--- config.mk ---
export PLATFORM = sky130hd
export DESIGN_NAME = resultStage_flat
export DESIGN_NICKNAME = d
export VERILOG_FILES = /design/src/rtl/pipeIf.sv /design/src/rtl/resultStage.sv /design/src/flat_wrapper.sv
export SDC_FILE = /design/constraint.sdc
export NUM_CORES = 1
export LEC_CHECK = 0
export BUFFER_PORTS_ARGS = -buffer_cell sky130_fd_sc_hd__clkbuf_2
export CAP_MARGIN = 5
export CELL_PAD_IN_SITES_DETAIL_PLACEMENT = 0
export CELL_PAD_IN_SITES_GLOBAL_PLACEMENT = 1
export CORE_ASPECT_RATIO = 0.6
export CORE_UTILIZATION = 34
export CTS_CLUSTER_SIZE = 20
export DETAILED_ROUTE_END_ITERATION = 7
export GPL_ROUTABILITY_DRIVEN = 0
export PLACE_DENSITY_LB_ADDON = 0.2
export SLEW_MARGIN = 30
export SYNTH_ARGS = -nofsm -noshare
export SYNTH_HDL_FRONTEND = slang
export SYNTH_SLANG_ARGS = --single-unit
export TNS_END_PERCENT = 1
--- constraint.sdc ---
create_clock -name clk -period 0.8 [get_ports clk]
set_input_delay 0.08 -clock clk [delete_from_list [all_inputs] [get_ports clk]]
set_output_delay 0.08 -clock clk [all_outputs]
set_load 0.005 [all_outputs]
--- src/rtl/pipeIf.sv ---
`timescale 1ns/10ps
`default_nettype none


interface executeIf;
  logic        valid;
  logic [31:0] result;
  logic        zero;
  logic [4:0]  rdAddr;
  logic        isBranch;
  logic        illegal;
  logic [31:0] branchTarget;

  modport producer(output valid, result, zero, rdAddr, isBranch, illegal, branchTarget);
  modport consumer(input valid, result, zero, rdAddr, isBranch, illegal, branchTarget);
endinterface

`default_nettype wire

--- src/rtl/resultStage.sv ---
`timescale 1ns/10ps
`default_nettype none

module resultStage (
  input  logic       clk,
  input  logic       rstN,
  executeIf.consumer exe,
  output logic       outValid,
  output logic       illegal,
  output logic       wbEn,
  output logic       branchTaken,
  output logic [4:0] wbAddr,
  output logic [31:0] wbData,
  output logic [31:0] branchTarget
);

  logic legal;

  assign legal = exe.valid && !exe.illegal;

  always_ff @(posedge clk or negedge rstN) begin
    if (!rstN) begin
      outValid     <= 1'b0;
      illegal      <= 1'b0;
      wbEn         <= 1'b0;
      branchTaken  <= 1'b0;
      wbAddr       <= '0;
      wbData       <= '0;
      branchTarget <= '0;
    end else begin
      outValid    <= exe.valid;
      illegal     <= exe.valid && exe.illegal;
      wbEn        <= legal && !exe.isBranch && exe.rdAddr != 5'd0; // x0 writes dropped
      branchTaken <= legal && exe.isBranch && exe.zero;
      if (exe.valid) begin // Hold payload between items
        wbAddr       <= exe.rdAddr;
        wbData       <= exe.result;
        branchTarget <= exe.branchTarget;
      end
    end
  end

endmodule

`default_nettype wire

--- src/flat_wrapper.sv ---
// flat-port wrapper written by rule: the top's interface ports become plain ports
module resultStage_flat 
  (clk, rstN, outValid, illegal, wbEn, branchTaken, wbAddr, wbData, branchTarget, exe_valid, exe_result, exe_zero, exe_rdAddr, exe_isBranch, exe_illegal, exe_branchTarget);
  executeIf exe_i ();
  input  logic clk;
  input  logic rstN;
  output logic outValid;
  output logic illegal;
  output logic wbEn;
  output logic branchTaken;
  output logic [4:0] wbAddr;
  output logic [31:0] wbData;
  output logic [31:0] branchTarget;
  input wire logic [$bits(exe_i.valid)-1:0] exe_valid;
  input wire logic [$bits(exe_i.result)-1:0] exe_result;
  input wire logic [$bits(exe_i.zero)-1:0] exe_zero;
  input wire logic [$bits(exe_i.rdAddr)-1:0] exe_rdAddr;
  input wire logic [$bits(exe_i.isBranch)-1:0] exe_isBranch;
  input wire logic [$bits(exe_i.illegal)-1:0] exe_illegal;
  input wire logic [$bits(exe_i.branchTarget)-1:0] exe_branchTarget;
  assign exe_i.valid = exe_valid;
  assign exe_i.result = exe_result;
  assign exe_i.zero = exe_zero;
  assign exe_i.rdAddr = exe_rdAddr;
  assign exe_i.isBranch = exe_isBranch;
  assign exe_i.illegal = exe_illegal;
  assign exe_i.branchTarget = exe_branchTarget;
  resultStage u_core (.clk(clk), .rstN(rstN), .exe(exe_i), .outValid(outValid), .illegal(illegal), .wbEn(wbEn), .branchTaken(branchTaken), .wbAddr(wbAddr), .wbData(wbData), .branchTarget(branchTarget));
endmodule
Word level (Yosys, flattened, before mapping)

Cells that the tools add are included.

Register bits after elaboration: 73
Latch bits: 0
Bits in writable memories: 0
Memory bits (read-only): 0
Input port bits: 75
Output and inout port bits: 73
Logic and storage cells: 16
Memories: 0

Add/subtract/negate cells: 0
$mul: 0
Div/mod/pow operators: 0
Magnitude comparators: 0
Equality and inequality tests: 0
Shifts and indexed selects: 0
Mux-type cells: 0
Bitwise operators: 0
Reductions and logical operators: 9

Operators by type and width:

| kind              | number |
|---|---|
| $logic_and 1x1->1 | 6 |
| $reduce_bool 5->1 | 1 |
| $logic_not 1->1   | 2 |

Depth between registers and ports, before layout

Gate-level depths: netlist (run 1).

Word-level depth: 4
Mapped depth: 3
Depth with buffers taken out: 2

Least setup slack after synthesis (run 1)

Ideal clock, no wire load.

Kind: input -> register
Start: in exe_valid
End: reg u_core.branchTarget[14]
Library setup time: 0.125 ns
Data arrival time: 0.675 ns
Data required time: 0.675 ns
Path slack: 0.000 ns
Cell stages on the path: 3
Path buffers: 2
Cells stage by stage: buf_6 buf_4 mux2_2

RTL lines:

| element              | line               | RTL |
|---|---|---|
| from (decl)          | flat_wrapper.sv:14 | `input wire logic [$bits(exe_i.valid)-1:0] exe_valid;` |
| to (signal assigned) | resultStage.sv:38  | `branchTarget <= exe.branchTarget;` |
| to (decl)            | resultStage.sv:14  | `output logic [31:0] branchTarget` |

No word-level cell between the ends.

Worst setup path in the final report (run 1)

Start: reg u_core.branchTarget[26]
End: out branchTarget[26]

RTL lines:

| element   | line               | RTL |
|---|---|---|
| to (decl) | flat_wrapper.sv:13 | `output logic [31:0] branchTarget;` |

No word-level cell between the ends.

==> results of run 1 <==
final timing paths:
kind	from	end	slack, ns
max	u_core.branchTarget[26]	branchTarget[26]	-0.12
max reg2reg	u_core.wbData[31]	u_core.wbData[31]	0.02
min reg2reg	u_core.wbData[19]	u_core.wbData[19]	0.50
min	exe_isBranch	u_core.wbEn	0.02
max in group asynchronous	rstN	u_core.wbData[5]	0.23
min in group asynchronous	rstN	u_core.wbData[14]	0.27
layout by cell type (no fill, tap or decap), drive strengths merged:
cell type and n:
dfrtp 73, a21oi 1, clkinvlp 1, bufinv 2
and4b 1, clkbuf 156, or3b 1, nor2 1
dlygate4sd3 69, mux2 69, buf 9, nor3 1
and2 1, clkinv 2
power by group through the flow:
stage	combinational, mW	clock (mW)	sequential, mW
2_1_floorplan	0.464	0	4.32
3_3_place_gp	1.19	0	4.28
3_5_place_dp	1.21	0	4.29
4_1_cts	1.48	4.50	4.23
5_1_grt	1.59	4.66	4.28
6_report	1.46	4.35	4.23
sequential cells by signal, summed over array words and instances (netlist names):
signal               cells
u_core.outValid          1
u_core.wbAddr            5
u_core.illegal           1
u_core.branchTaken       1
u_core.wbData           32
u_core.branchTarget     32
u_core.wbEn              1
cells in the mapped netlist:
cell | instances | area (um2)
buf_4 | 1 | 7.51
dfrtp_1 | 73 | 1830
clkbuf_8 | 5 | 68.8
and4b_1 | 1 | 10.0
nor2_1 | 1 | 3.75
or3b_1 | 1 | 8.76
nor3_1 | 1 | 5.00
a21oi_2 | 1 | 8.76
and2_1 | 1 | 6.26
buf_6 | 2 | 22.5
mux2_2 | 69 | 777
routing by layer:
layer  track usage  wire, um
met1         0.197      2880
met2         0.295      3320
met3        0.0764       486
met4        0.0655       110
met5             0         0
area by class of cell:
| cell class | instances | area (um2) | area share |
|---|---|---|---|
| Sequential cell | 73 | 1830 | 0.395 |
| Tap cell | 104 | 130 | 0.0281 |
| Multi-Input combinational cell | 75 | 820 | 0.177 |
| Clock buffer | 11 | 253 | 0.0547 |
| Timing Repair Buffer | 223 | 1520 | 0.328 |
| Clock inverter | 5 | 77.6 | 0.0168 |
kinds of logic (layout without fill, tap and decap cells):
family | Yosys count | count (layout)
flops | 73 | 73
buf+inv | 8 | 239
simple gates | 5 | 5
compound gates | 1 | 1
mux | 69 | 69
stage by stage:
stage	hold WS (ns)	setup TNS [ns]	worst slack [ns]
finish	0.0170	-6.84	-0.116
global route	0.0150	-9.90	-0.168
CTS	0.000143	-8.17	-0.136
detailed placement	0.0739	-10.97	-0.184
global placement	0.0777	-10.53	-0.164
floorplan	-0.216	-0.00157	-0.000196
what timing repair did:
action | 4_1_cts | 5_1_grt
hold endpoints to repair | 141 | 0
hold buffers | 69 | 0
cloned | 0 | 0
endpoints found under the setup margin | 73 | 74
resized for setup | 0 | 0
==> impl_metrics.yaml, run 1 <==
drt:
  first_pass_iters: 3
  avgViaCountPerCell: 4.18
  drc_errors: 0
  wl_per_cell_um: 13.8
  via_count: 2053
  drtAntennaViolNets: 0
  drt_iter0_markers: 44
  drt_wl_total_um: 6800
synth:
  yosys.area_share.simple: 0.0123
  syn_inst: 156
  synth_top_family_by_area: "multiplexers"
  synth_fp_nets: 231
  yosys_register_bits: 73
  synth.area.mux_share: 0.283
  synth_area_um2: 2750
  synth_compound_area_frac: 0.00319
  synth_warnings: 0
  synth_cell_types: 11
  seq_area_frac_synth: 0.665
  synth_xor_area_frac: 0
  syn_area_per_cell_um2: 17.6
  synth_fa_ha_area_frac: 0
pwr:
  p_per_area_nw_per_um2: 2170
  internal_power_mw: 7.87
  max-vdd-ir-drop_v: 0.00143
  clock_power_share: 0.433
  power_frac_comb: 0.146
  fin_total_pwr_mw: 10.0
  swShare: 0.217
  power_frac_seq: 0.421
  leakagePower_nw: 2.26
  power.net_switching_mw: 2.18
clocking:
  cts_tree: "yes"
  numCtsBuffers: 9
  htreeDepth: 3
  clk_pin_slew_worst_paths_ns: 0.06
  clkSinkCount: 73
  clockBufferDepth: 2
  cts_root_buf: "clkbuf_16"
  clkLatencyLatePin_ns: 0.33
  post_cts_buffers: 0
layout:
  drive_gt1_frac: 0.620
  fin_util: 0.613
  n_fill_cell: 638
  area_delta_synth_final_pct: 68.4
  design_area_um2: 4620
  diodes: 0
  fin_cells: 491
  nets: 457
critical_path:
  cp.depth: 1
  end_kind: "primary output"
  crit_chain: "clkbuf_2"
  slowest_delay_ns: 0.39
  reg2reg_depth: 1
  required_ns: 0.72
  crit_type: "flip-flop to primary output"
  critPathBufInv: 1
  critPathTopFamily: "flip-flops"
  cpMaxStageDelayCell: "dfrtp_1"
  worstPathMaxFanout: 2
  start_kind: "flip-flop"
  worstPathArrival_ns: 0.84
floorplan:
  io_pins: 148
  die_area_um2: 8450
  coreArea_um2: 7540
  dieHeight_um: 71.6
  rows: 24
  initial_core_util: 0.364
  dieWidth_um: 118
grt:
  track_usage: 0.174
  grt-ovfl-total: 0
  grt_pass1_vias: 2358
  grt_max_degree: 60
  grt_pass1_wl_um: 11100
  antenna_found_initial: 0
timing:
  hold_viol: 0
  period_needed_ns: 0.916
  worst_slack_ns: -0.116
  setup_viol: 73
  rsz0062_at_grt: "yes"
  relSlewSlack: 0.792
  worstMarginPinSlew_ns: 0.312
  drv_slew: 0
  fmax_ghz: 1.09
  clock_skew_ns: 0
  post-route-period-util: 1.14
flow_run:
  drv_cap: 0
run_status:
  outcome: "finished with violations"
  failed_checks: "negative setup slack"
min_path:
  hold_path.class: "input port to flip-flop"
  worstHoldPathCells: 3
place:
  io_buffer_count: 147
  hpwlAfterDp_um: 4350
  placed_cells: 406
  post_dp_cell_area_um2: 3600
(Power assumes the default switching activity.)
==> inputs of run 2 (changes only) <==
- CORE_ASPECT_RATIO: 0.6 -> 1.25
- SKIP_LAST_GASP: not set -> 1
==> run 2 against run 1 <==
The run still ends with negative setup slack left; flip-flop and latch count unchanged; register-to-register slack barely moved; total power down 19%; global-route usage shrank 0.71 points; clock power shrank 44%; hold slack improved by 0.0087 ns; via count rose by 4.5%; critical endpoint is now wbData[8].
==> impl_metrics.yaml, run 2 (synthesis gave the netlist of run 1 again) <==
run_status:
  outcome: "finished with violations"
  failed_checks: "negative setup slack"
critical_path:
  critPathBufInv: 1
  end_kind: "primary output"
  start_kind: "flip-flop"
  worstPathMaxFanout: 2
  critPathTopFamily: "flip-flops"
  slowest_delay_ns: 0.39
  crit_type: "flip-flop to primary output"
  crit_chain: "clkbuf_2"
  worstPathArrival_ns: 0.85
  cpMaxStageDelayCell: "dfrtp_1"
  required_ns: 0.72
timing:
  period_needed_ns: 0.932
  fmax_ghz: 1.07
  post-route-period-util: 1.17
  worst_slack_ns: -0.132
  rsz0062_at_grt: "yes"
  hold_viol: 0
  drv_slew: 0
  clock_skew_ns: 0
  setup_viol: 74
  worstMarginPinSlew_ns: 0.269
  relSlewSlack: 0.819
grt:
  track_usage: 0.167
  antenna_found_initial: 0
  grt_max_degree: 39
  grt-ovfl-total: 0
  grt_pass1_vias: 2224
  grt_pass1_wl_um: 10100
layout:
  drive_gt1_frac: 0.603
  nets: 464
  register_area_um2: 1830
  n_fill_cell: 668
  layout_commonest_cell: "clkbuf_2"
  area_delta_synth_final_pct: 65.9
  reg_top3: "u_core.branchTarget x32, u_core.wbData x32, u_core.wbAddr x5"
  fin_util: 0.584
  diodes: 0
  multi_input_area_um2: 820
  most-common-layout-cells: "clkbuf_2 (145), dlygate4sd3_1 (73), dfrtp_1 (73)"
drt:
  first_pass_iters: 4
  via_count: 2146
  drt_iter0_markers: 46
  avgViaCountPerCell: 4.40
  drc_errors: 0
  highest_layer: "met4"
  route.met2.wl_um: 3300
  drtAntennaViolNets: 0
  wl_met3_um: 455
  met1_length_um: 2710
  drt_wl_total_um: 6660
  wl_per_cell_um: 13.6
floorplan:
  dieHeight_um: 102
  dieWidth_um: 82.4
  die_area_um2: 8440
  coreArea_um2: 7790
  rows: 36
  io_pins: 148
  initial_core_util: 0.352
place:
  dp_slack_ns: -0.198
  io_buffer_count: 147
  hpwlAfterDp_um: 4340
clocking:
  clk_pin_slew_worst_paths_ns: 0.07
  clkLatencyLatePin_ns: 0.34
  clkSinkCount: 73
  cts_tree: "yes"
  clockBufferDepth: 2
  cts_root_buf: "clkbuf_8"
  numCtsBuffers: 9
  post_cts_buffers: 0
  htreeDepth: 3
flow_run:
  drv_cap: 0
min_path:
  hold_path.class: "input port to flip-flop"
pwr:
  p_per_area_nw_per_um2: 1790
  max-vdd-ir-drop_v: 0.00112
  leakagePower_nw: 2.22
[run 2: changes by cell type in the layout (fill, tap and decap cells not counted)]
cell           delta
bufinv_16         -2
clkbuf_16         -9
dlygate4sd3_1     +4
clkinv_2          -2
clkbuf_1          +5
clkbuf_8          +8
buf_12            +4
buf_2             -1
clkinvlp_4        -1
[run 2: what timing repair did]
item / 4_1_cts / 5_1_grt
hold endpoints to repair: 145 / 0
hold buffers: 73 / 0
endpoints found under the setup margin: 73 / 74
gates resized for setup: 0 / 0
[run 2: final cells by class]
| cell class | count | area share |
|---|---|---|
| tap | 95 | 0.0261 |
| sequential | 73 | 0.401 |
| multi-input combinational | 75 | 0.180 |
| timing repair buffer | 230 | 0.358 |
| clock buffer | 15 | 0.0344 |
[run 2: power breakdown]
| part | total (mW) | switching (mW) | internal, mW |
|---|---|---|---|
| combinational | 1.51 | 0.537 | 0.976 |
| clock | 2.43 | 1.23 | 1.20 |
| sequential | 4.22 | 0.175 | 4.05 |
[run 2: metal layers]
metal | up-vias | GRT usage
met5 | - | 0
met4 | 0 | 0.107
met3 | 16 | 0.0473
met2 | 94 | 0.280
met1 | 1019 | 0.182
li1 | 1017 | -
[run 2: stage by stage]
step | hold slack, ns | area [um2] | setup TNS, ns | cells | total power, mW
after global routing | 0.0341 | 4550 | -11.75 | 488 | 8.63
after floorplan | -0.216 | 2750 | -0.00157 | 156 | 4.78
after CTS | 0.00822 | 4550 | -9.84 | 488 | 8.29
final | 0.0256 | 4550 | -8.10 | 488 | 8.17
after global placement | 0.0781 | 3670 | -10.24 | 400 | 5.51
after detailed placement | 0.0713 | 3670 | -10.71 | 400 | 5.54
[run 2: worst paths after layout]
kind / from / end / slack [ns] / cells past startpoint
worst max-delay path: u_core.wbData[8] / wbData[8] / -0.13 / 1
worst min register to register: u_core.wbData[7] / u_core.wbData[7] / 0.50 / 1
max in group asynchronous: rstN / u_core.wbData[26] / 0.34 / 3
worst max register to register: u_core.wbData[17] / u_core.wbData[17] / 0.02 / 1
min in group asynchronous: rstN / u_core.wbData[21] / 0.26 / 3
worst min-delay path: exe_illegal / u_core.wbEn / 0.03 / 3
