`config.mk`:
```
export PLATFORM = sky130hd
export DESIGN_NAME = instrDecode_flat
export DESIGN_NICKNAME = d
export VERILOG_FILES = /design/src/rtl/aluPkg.sv /design/src/rtl/pipeIf.sv /design/src/rtl/instrDecode.sv /design/src/flat_wrapper.sv
export SDC_FILE = /design/constraint.sdc
export NUM_CORES = 1
export LEC_CHECK = 0
export BUFFER_PORTS_ARGS = -buffer_cell sky130_fd_sc_hd__buf_2
export CAP_MARGIN = 30
export CORE_MARGIN = 10
export CORE_UTILIZATION = 41
export CTS_CLUSTER_DIAMETER = 30
export DETAILED_ROUTE_END_ITERATION = 16
export GPL_TIMING_DRIVEN = 0
export PLACE_DENSITY = 0.79
export RECOVER_POWER = 50
export SKIP_CTS_REPAIR_TIMING = 1
export SLEW_MARGIN = 20
export SYNTH_ARGS = -nofsm -noshare
export SYNTH_HDL_FRONTEND = slang
export SYNTH_SLANG_ARGS = --single-unit
```
`constraint.sdc`:
```
create_clock -name clk -period 0.98 [get_ports clk]
set_input_delay 0.049 -clock clk [delete_from_list [all_inputs] [get_ports clk]]
set_output_delay 0.049 -clock clk [all_outputs]
set_load 0.005 [all_outputs]
```
`src/rtl/aluPkg.sv`:
```
`default_nettype none

package aluPkg;

  typedef enum logic [5:0] {
    AluAnd    = 6'b000000,
    AluOr     = 6'b000001,
    AluAdd    = 6'b000010,
    AluSll    = 6'b000011,
    AluSrl    = 6'b000100,
    AluXor    = 6'b000101,
    AluSub    = 6'b000110,
    AluSra    = 6'b000111,
    AluBeq    = 6'b001000, // Branch compares give 0 when taken
    AluBne    = 6'b001001,
    AluBlt    = 6'b001010,
    AluBge    = 6'b001011,
    AluBltu   = 6'b001100,
    AluBgeu   = 6'b001101,
    AluMul    = 6'b010000,
    AluMulh   = 6'b010001,
    AluMulhsu = 6'b010010,
    AluMulhu  = 6'b010011,
    AluDiv    = 6'b010100,
    AluDivu   = 6'b010101,
    AluRem    = 6'b010110,
    AluRemu   = 6'b010111,
    AluSlt    = 6'b011000,
    AluSltu   = 6'b011001,
    AluMin    = 6'b100000,
    AluMax    = 6'b100001,
    AluMinu   = 6'b100010,
    AluMaxu   = 6'b100011,
    AluPass2  = 6'b111111  // Passes operand 2
  } aluOpE;

  localparam logic [6:0] OpcodeOp     = 7'b0110011;
  localparam logic [6:0] OpcodeOpImm  = 7'b0010011;
  localparam logic [6:0] OpcodeBranch = 7'b1100011;

  localparam logic [6:0] Funct7Base   = 7'b0000000;
  localparam logic [6:0] Funct7Alt    = 7'b0100000; // SUB and SRA
  localparam logic [6:0] Funct7MulDiv = 7'b0000001;
  localparam logic [6:0] Funct7MinMax = 7'b0000101;

  typedef union packed {
    struct packed {
      logic [6:0] funct7;
      logic [4:0] rs2;
      logic [4:0] rs1;
      logic [2:0] funct3;
      logic [4:0] rd;
      logic [6:0] opcode;
    } rType;
    struct packed {
      logic [11:0] imm12;
      logic [4:0]  rs1;
      logic [2:0]  funct3;
      logic [4:0]  rd;
      logic [6:0]  opcode;
    } iType;
    struct packed {
      logic       imm12;    // Sign bit of the offset
      logic [5:0] imm10to5;
      logic [4:0] rs2;
      logic [4:0] rs1;
      logic [2:0] funct3;
      logic [3:0] imm4to1;
      logic       imm11;
      logic [6:0] opcode;
    } bType;
  } instrU;

endpackage

`default_nettype wire

```
`src/rtl/pipeIf.sv`:
```
`timescale 1ns/10ps
`default_nettype none

interface decodeIf;
  import aluPkg::*;

  logic        valid;
  aluOpE       aluOp;
  logic [31:0] operand1;
  logic [31:0] operand2;
  logic [4:0]  rdAddr;
  logic        isBranch;
  logic        illegal;
  logic [31:0] pc;
  logic [31:0] branchOffset; // Sign-extended B immediate

  modport producer(output valid, aluOp, operand1, operand2, rdAddr, isBranch, illegal,
                   pc, branchOffset);
  modport consumer(input valid, aluOp, operand1, operand2, rdAddr, isBranch, illegal,
                   pc, branchOffset);
endinterface


`default_nettype wire

```
`src/rtl/instrDecode.sv`:
```
`timescale 1ns/10ps
`default_nettype none

module instrDecode #(
  parameter bit EnableMulDiv = 1'b1
) (
  input  logic         clk,
  input  logic         rstN,
  input  logic         instrValid,
  input  aluPkg::instrU instr,
  input  logic [31:0]  rs1Data,
  input  logic [31:0]  rs2Data,
  input  logic [31:0]  pc,
  decodeIf.producer    dec
);
  import aluPkg::*;

  aluOpE       aluOpNext;
  logic [31:0] operand2Next;
  logic [4:0]  rdNext;
  logic        isBranchNext;
  logic        illegalNext;
  logic [31:0] offsetNext;

  always_comb begin
    aluOpNext    = AluPass2;
    operand2Next = rs2Data;
    rdNext       = instr.rType.rd;
    isBranchNext = 1'b0;
    illegalNext  = 1'b0;
    offsetNext   = {{20{instr.bType.imm12}}, instr.bType.imm11, instr.bType.imm10to5,
                    instr.bType.imm4to1, 1'b0};
    case (instr.rType.opcode)
      OpcodeOp: begin
        case (instr.rType.funct7)
          Funct7Base: begin
            case (instr.rType.funct3)
              3'b000:  aluOpNext = AluAdd;
              3'b001:  aluOpNext = AluSll;
              3'b010:  aluOpNext = AluSlt;
              3'b011:  aluOpNext = AluSltu;
              3'b100:  aluOpNext = AluXor;
              3'b101:  aluOpNext = AluSrl;
              3'b110:  aluOpNext = AluOr;
              default: aluOpNext = AluAnd;
            endcase
          end
          Funct7Alt: begin
            case (instr.rType.funct3)
              3'b000:  aluOpNext = AluSub;
              3'b101:  aluOpNext = AluSra;
              default: illegalNext = 1'b1;
            endcase
          end
          Funct7MulDiv: begin
            aluOpNext   = aluOpE'({3'b010, instr.rType.funct3}); // MUL..REMU in funct3 order
            illegalNext = !EnableMulDiv;
          end
          Funct7MinMax: begin
            case (instr.rType.funct3)
              3'b100:  aluOpNext = AluMin;
              3'b101:  aluOpNext = AluMinu;
              3'b110:  aluOpNext = AluMax;
              3'b111:  aluOpNext = AluMaxu;
              default: illegalNext = 1'b1;
            endcase
          end
          default: illegalNext = 1'b1;
        endcase
      end
      OpcodeOpImm: begin
        operand2Next = {{20{instr.iType.imm12[11]}}, instr.iType.imm12};
        case (instr.iType.funct3)
          3'b000: aluOpNext = AluAdd;
          3'b010: aluOpNext = AluSlt;
          3'b011: aluOpNext = AluSltu;
          3'b100: aluOpNext = AluXor;
          3'b110: aluOpNext = AluOr;
          3'b111: aluOpNext = AluAnd;
          3'b001: begin
            aluOpNext   = AluSll;
            illegalNext = instr.rType.funct7 != Funct7Base;
          end
          default: begin // SRLI or SRAI, told apart by funct7
            aluOpNext   = (instr.rType.funct7 == Funct7Alt) ? AluSra : AluSrl;
            illegalNext = instr.rType.funct7 != Funct7Base && instr.rType.funct7 != Funct7Alt;
          end
        endcase
      end
      OpcodeBranch: begin
        isBranchNext = 1'b1;
        rdNext       = 5'd0;
        case (instr.bType.funct3)
          3'b000:  aluOpNext = AluBeq;
          3'b001:  aluOpNext = AluBne;
          3'b100:  aluOpNext = AluBlt;
          3'b101:  aluOpNext = AluBge;
          3'b110:  aluOpNext = AluBltu;
          3'b111:  aluOpNext = AluBgeu;
          default: illegalNext = 1'b1;
        endcase
      end
      default: illegalNext = 1'b1;
    endcase
  end

  always_ff @(posedge clk or negedge rstN) begin
    if (!rstN) begin
      dec.valid        <= 1'b0;
      dec.aluOp        <= aluOpE'(6'd0);
      dec.operand1     <= '0;
      dec.operand2     <= '0;
      dec.rdAddr       <= '0;
      dec.isBranch     <= 1'b0;
      dec.illegal      <= 1'b0;
      dec.pc           <= '0;
      dec.branchOffset <= '0;
    end else begin
      dec.valid        <= instrValid;
      dec.aluOp        <= aluOpNext;
      dec.operand1     <= rs1Data;
      dec.operand2     <= operand2Next;
      dec.rdAddr       <= rdNext;
      dec.isBranch     <= isBranchNext;
      dec.illegal      <= illegalNext;
      dec.pc           <= pc;
      dec.branchOffset <= offsetNext;
    end
  end

endmodule

`default_nettype wire

```
`src/flat_wrapper.sv`:
```
// flat-port wrapper written by rule: the top's interface ports become plain ports
module instrDecode_flat import aluPkg::*;
#(
  parameter bit EnableMulDiv = 1'b1
)
  (clk, rstN, instrValid, instr, rs1Data, rs2Data, pc, dec_valid, dec_aluOp, dec_operand1, dec_operand2, dec_rdAddr, dec_isBranch, dec_illegal, dec_pc, dec_branchOffset);
  decodeIf dec_i ();
  input  logic clk;
  input  logic rstN;
  input  logic instrValid;
  input  aluPkg::instrU instr;
  input  logic [31:0] rs1Data;
  input  logic [31:0] rs2Data;
  input  logic [31:0] pc;
  output wire logic [$bits(dec_i.valid)-1:0] dec_valid;
  output wire logic [$bits(dec_i.aluOp)-1:0] dec_aluOp;
  output wire logic [$bits(dec_i.operand1)-1:0] dec_operand1;
  output wire logic [$bits(dec_i.operand2)-1:0] dec_operand2;
  output wire logic [$bits(dec_i.rdAddr)-1:0] dec_rdAddr;
  output wire logic [$bits(dec_i.isBranch)-1:0] dec_isBranch;
  output wire logic [$bits(dec_i.illegal)-1:0] dec_illegal;
  output wire logic [$bits(dec_i.pc)-1:0] dec_pc;
  output wire logic [$bits(dec_i.branchOffset)-1:0] dec_branchOffset;
  assign dec_valid = dec_i.valid;
  assign dec_aluOp = dec_i.aluOp;
  assign dec_operand1 = dec_i.operand1;
  assign dec_operand2 = dec_i.operand2;
  assign dec_rdAddr = dec_i.rdAddr;
  assign dec_isBranch = dec_i.isBranch;
  assign dec_illegal = dec_i.illegal;
  assign dec_pc = dec_i.pc;
  assign dec_branchOffset = dec_i.branchOffset;
  instrDecode #(.EnableMulDiv(EnableMulDiv)) u_core (.clk(clk), .rstN(rstN), .instrValid(instrValid), .instr(instr), .rs1Data(rs1Data), .rs2Data(rs2Data), .pc(pc), .dec(dec_i));
endmodule
```
; ---- Yosys cells after proc, flatten, opt, wreduce, memory -nomap -nowiden
; Index checks and enable logic that the tools add are counted.
[totals]
regBits = 122
input_bits = 131
output_inout_bits = 142
wordCells = 49
[op_classes]
n_eq_ne = 14
muxes = 17
reduce_logical = 9
[ops]
columns = cell, n
row1 = 6-bit case mux with 7 select lines, 1
row2 = 6-bit case mux with 6 select lines, 1
row3 = 5-bit case mux with 7 select lines, 1
row4 = 32-bit two-way mux, 1
row5 = 6-bit case mux with 4 select lines, 1
row6 = 5-bit case mux with 4 select lines, 1
row7 = 6-bit case mux with 3 select lines, 1
row8 = 7-bit by 6-bit equality test with 1-bit output (second input constant), 2
row9 = 3-bit equality test (second input constant), 4
row10 = 6-bit case mux with 2 select lines, 1
row11 = 6-bit OR reduction, 2
row12 = 7-bit by 1-bit equality test with 1-bit output (second input constant), 1
row13 = 7-bit by 3-bit equality test with 1-bit output (second input constant), 1
row14 = 7-bit by 5-bit equality test with 1-bit output (second input constant), 1
row15 = 7-bit equality test (second input constant), 1
row16 = 7-bit logical NOT, 1
row17 = 7-bit by 6-bit inequality test with 1-bit output (second input constant), 1
row18 = 7-bit nonzero test, 1
row19 = 3-bit by 2-bit equality test with 1-bit output (second input constant), 2
row20 = 1-bit case mux with 3 select lines, 2
row21 = 5-bit two-way mux, 1
row22 = 1-bit two-way mux, 4
row23 = 2-bit OR reduction, 2
row24 = 4-bit OR reduction, 1
row25 = 5 further kinds, 5

; ---- Logic depth before layout (Yosys ltp)
[logic_depth]
word_depth = 5
ltp_mapped = 5
ltp_nobuf = 4

; ---- Least setup slack after synthesis
; Ideal clock, no wire load.
[synth_timing]
path_kind = in2reg
from = input instr[30] (netlist bit)
to = register u_core.dec.aluOp[0]
setup_time_ns = 0.140
t_arrival_ns = 1.073
t_required_ns = 0.840
setup_slack_ns = -0.233
cell_stages = 5
n_path_buf = 1
cell_sequence = clkbuf_1 a211o_1 a2111o_1 o2111ai_1 o2111ai_1
[synth_via]
elab_chain_len = 4
elab_cells_between_ends = 8
cone_classes = eq/ne (3) / mux (4) / reduce/logical (1)
[synth_rtl]
columns = item, line
row1 = start: declaration, flat_wrapper.sv:11  ; input aluPkg::instrU instr;
row2 = 7-bit by 6-bit equality test with 1-bit output, "instrDecode.sv:35, instrDecode.sv:85"
row3 = 2-bit two-way mux, instrDecode.sv:85  ; aluOpNext = (instr.rType.funct7 == Funct7Alt) ? AluSra : AluSrl;
row4 = 6-bit case mux with 7 select lines, instrDecode.sv:73  ; case (instr.iType.funct3)
row5 = 6-bit case mux with 3 select lines (*), instrDecode.sv:33  ; case (instr.rType.opcode)
row6 = net u_core.aluOpNext[0], instrDecode.sv:18  ; aluOpE aluOpNext;
row7 = end signal: assignment, instrDecode.sv:110  ; dec.aluOp <= aluOpE'(6'd0);
row8 = end signal: assignment, instrDecode.sv:120  ; dec.aluOp <= aluOpNext;
row9 = end: declaration, pipeIf.sv:17  ; modport producer(output valid, aluOp, operand1, operand2, rdAddr, isBranch, illegal,
; Mark *: on every way through the listed nets, which the timed path passes. The rest lies on a longest branch.

; ---- Worst setup path after layout
[layout_timing]
from = register, netlist name u_core.dec.branchOffset[12]
to = output dec_branchOffset[22]
[layout_rtl]
columns = item, line
row1 = end: declaration, flat_wrapper.sv:23  ; output wire logic [$bits(dec_i.branchOffset)-1:0] dec_branchOffset;
; No word-level cell between the ends.

==> results.ini <==
[clock_network]
cts_buffer_depth = 2
cts_max_level = 4
clk_pin_slew_worst_paths_ps = 60
tritoncts = built
ctsRootBufferMaster = clkbuf_8
numCtsBuffers = 17
cts.sinks = 122

[synthesis]
synth_cell_type_count = 40
async_flop_share_pct = 100
netlist_area_mm2 = 0.00403
synth-main-ff-cell = dfrtp_1
ys_seq_area_share_pct = 75.8
yosysWarningCount = 0
ys_ff_latch = 122
synth_edf_count = 0
synth_cells = 261
synth_nets = 392
synth.avg_cell_area_um2 = 15.4

[die]
io_pins = 273
initial_utilization_pct = 41.6
dieArea_mm2 = 0.0142
placementRows = 36
fp.dieW_um = 119
die_h_um = 119
coreArea_mm2 = 0.00968

[routing]
num_vias = 3800
via_per_inst = 4.70
post_drt_wl_per_cell_um = 21.3
drc_errors = 0
dr.pass1.iters = 4
antenna_left = 0
drt-initial-drc-count = 255
routed_wl_um = 17200

[global_route]
grtUsageTotal_pct = 18.6
grt_pass1_wl_um = 20300
grt_max_degree = 84
gr-total-overflow = 0
grt_pass1_vias = 3485
antenna_found_initial = 1

[layout]
drive_gt1_share_pct = 49.5
nets = 793
final_cell_mix = buf_2, dfrtp_1, dlygate4sd3_1
post-route-cell-area_mm2 = 0.00739
syn_to_final_growth_pct = 83.4
final_common_cell = buf_2

[power_and_ir_drop]
power_leakage_nw = 3.73
ir_worst_vdd_mv = 1.07
cellPowerDensity_mw_per_mm2 = 1810

[timing]
slew_headroom_pct = 38.4
rsz0062_at_grt = yes
tightestPinTransition_ps = 924
worst_slack_ps = -459
whs_ps = -105
tns_ps = -27390
setup_viol_count_final = 233
fmax_mhz = 695
fin_crit_sh_pct = 147
final_max_slew_viol_count = 0
finalHoldViolations = 1
min_period_ps = 1440

[run_status]
status = finished, violations left
violations = negative hold slack, negative setup slack

[placed_design]
gp_congestion = 0.884
post-place-ws_ps = -594
placed_area_mm2 = 0.00558
io_buffers = 264
dp_hpwl_um = 10800

[worst_setup_path]
slowest_stage = dfrtp_4
cp.required_ps = 930
start_kind = register
critPathMaxStageDelay_ps = 570
cp_cell_sequence = buf_4, buf_2
path_class = register to output port
cp_max_fo = 20
endpoint_kind = output port
cp_data_arrival_time_ps = 1390

[worst_hold_path]
hold_path.class = input pin to register

[run]
drv_cap = 0

## area by class of cell
class / instances / area, um2
plain buffers: 32 / 213
clock inverters: 15 / 203
clock buffers: 17 / 414
multi-input cells: 102 / 778
repair buffers: 382 / 2530
diodes: 1 / 2.50
fillers: 564 / 2300
inverters: 5 / 18.8
flip-flops and latches: 122 / 3060
well taps: 133 / 166
## path summary, 6_finish.rpt
check                                            start                     endpoint  slack, ps  cells after the start
max                        u_core.dec.branchOffset[12]         dec_branchOffset[22]       -460                      2
min in group asynchronous                         rstN      u_core.dec.operand2[13]        230                      2
min                                           instr[6]          u_core.dec.aluOp[3]       -110                      3
max in group asynchronous                         rstN  u_core.dec.branchOffset[12]       -150                      3
## layer usage
layer  track usage [%]  up-vias  wire (um)
li1                  -     1676          -
met5                 0        -          0
met4              4.96        0        273
met2              32.8      226       9260
met1              18.7     1879       5920
met3              9.83       19       1750
## through the flow
step | hold slack [ps] | cells | util (%) | power (mW)
6_report | -105 | 809 | 76.3 | 13.4
2_1_floorplan | -247 | 261 | - | 5.73
5_1_grt | -108 | 809 | 76.3 | 13.9
3_3_place_gp | 157 | 658 | 57.3 | 6.43
4_1_cts | -562 | 691 | 64.0 | 13.0
3_5_place_dp | -11.4 | 659 | 57.7 | 6.50
## power by group
part	internal (mW)	total [mW]	switching, mW	leakage [nW]
registers	5.29	5.39	0.101	1.40
logic	0.833	1.46	0.630	2.03
clock network	3.99	6.51	2.53	0.298
## cell families (layout without fill, tap and decap cells)
group | Yosys count | after routing | share of synthesized area [%]
compound gates | 47 | 47 | 8.76
mux | 11 | 11 | 3.08
other cells | 1 | 2 | 0.0931
xor+xnor | 1 | 1 | 0.217
buf+inv | 37 | 451 | 5.44
simple gates | 42 | 42 | 6.62
flops | 122 | 122 | 75.8
## worst max-delay path: cells and delay by family (launching register included)
family                 cells  cell delay (ps)
flip-flops                 1              570
buffers and inverters      2              300
## sequential cells by signal, summed over array words and instances, names as in the netlist
register and count:
u_core.dec.isBranch 1, u_core.dec.operand2 32, u_core.dec.branchOffset 12, u_core.dec.rdAddr 5, u_core.dec.valid 1, u_core.dec.operand1 32
u_core.dec.pc 32, u_core.dec.illegal 1, u_core.dec.aluOp 6
## cells in the mapped netlist, drive strengths merged (2+ instances only)
master / n / area share (%)
nor2: 6 / 0.56
a311o: 2 / 0.50
clkbuf: 7 / 0.65
o311ai: 2 / 0.43
and3b: 2 / 0.43
mux2: 11 / 3.1
o2111ai: 2 / 0.43
nor3b: 2 / 0.62
nor2b: 2 / 0.31
dfrtp: 122 / 76
a21oi: 5 / 0.62
inv: 5 / 0.47
nand3b: 3 / 0.56
buf: 25 / 4.3
nand2: 5 / 0.47
nand3: 5 / 0.62
o21ai: 5 / 0.62
and2: 6 / 0.93
nand2b: 2 / 0.31
nand4: 2 / 0.31
and3: 3 / 0.47
a21o: 22 / 4.1
(Power assumes the default switching activity.)
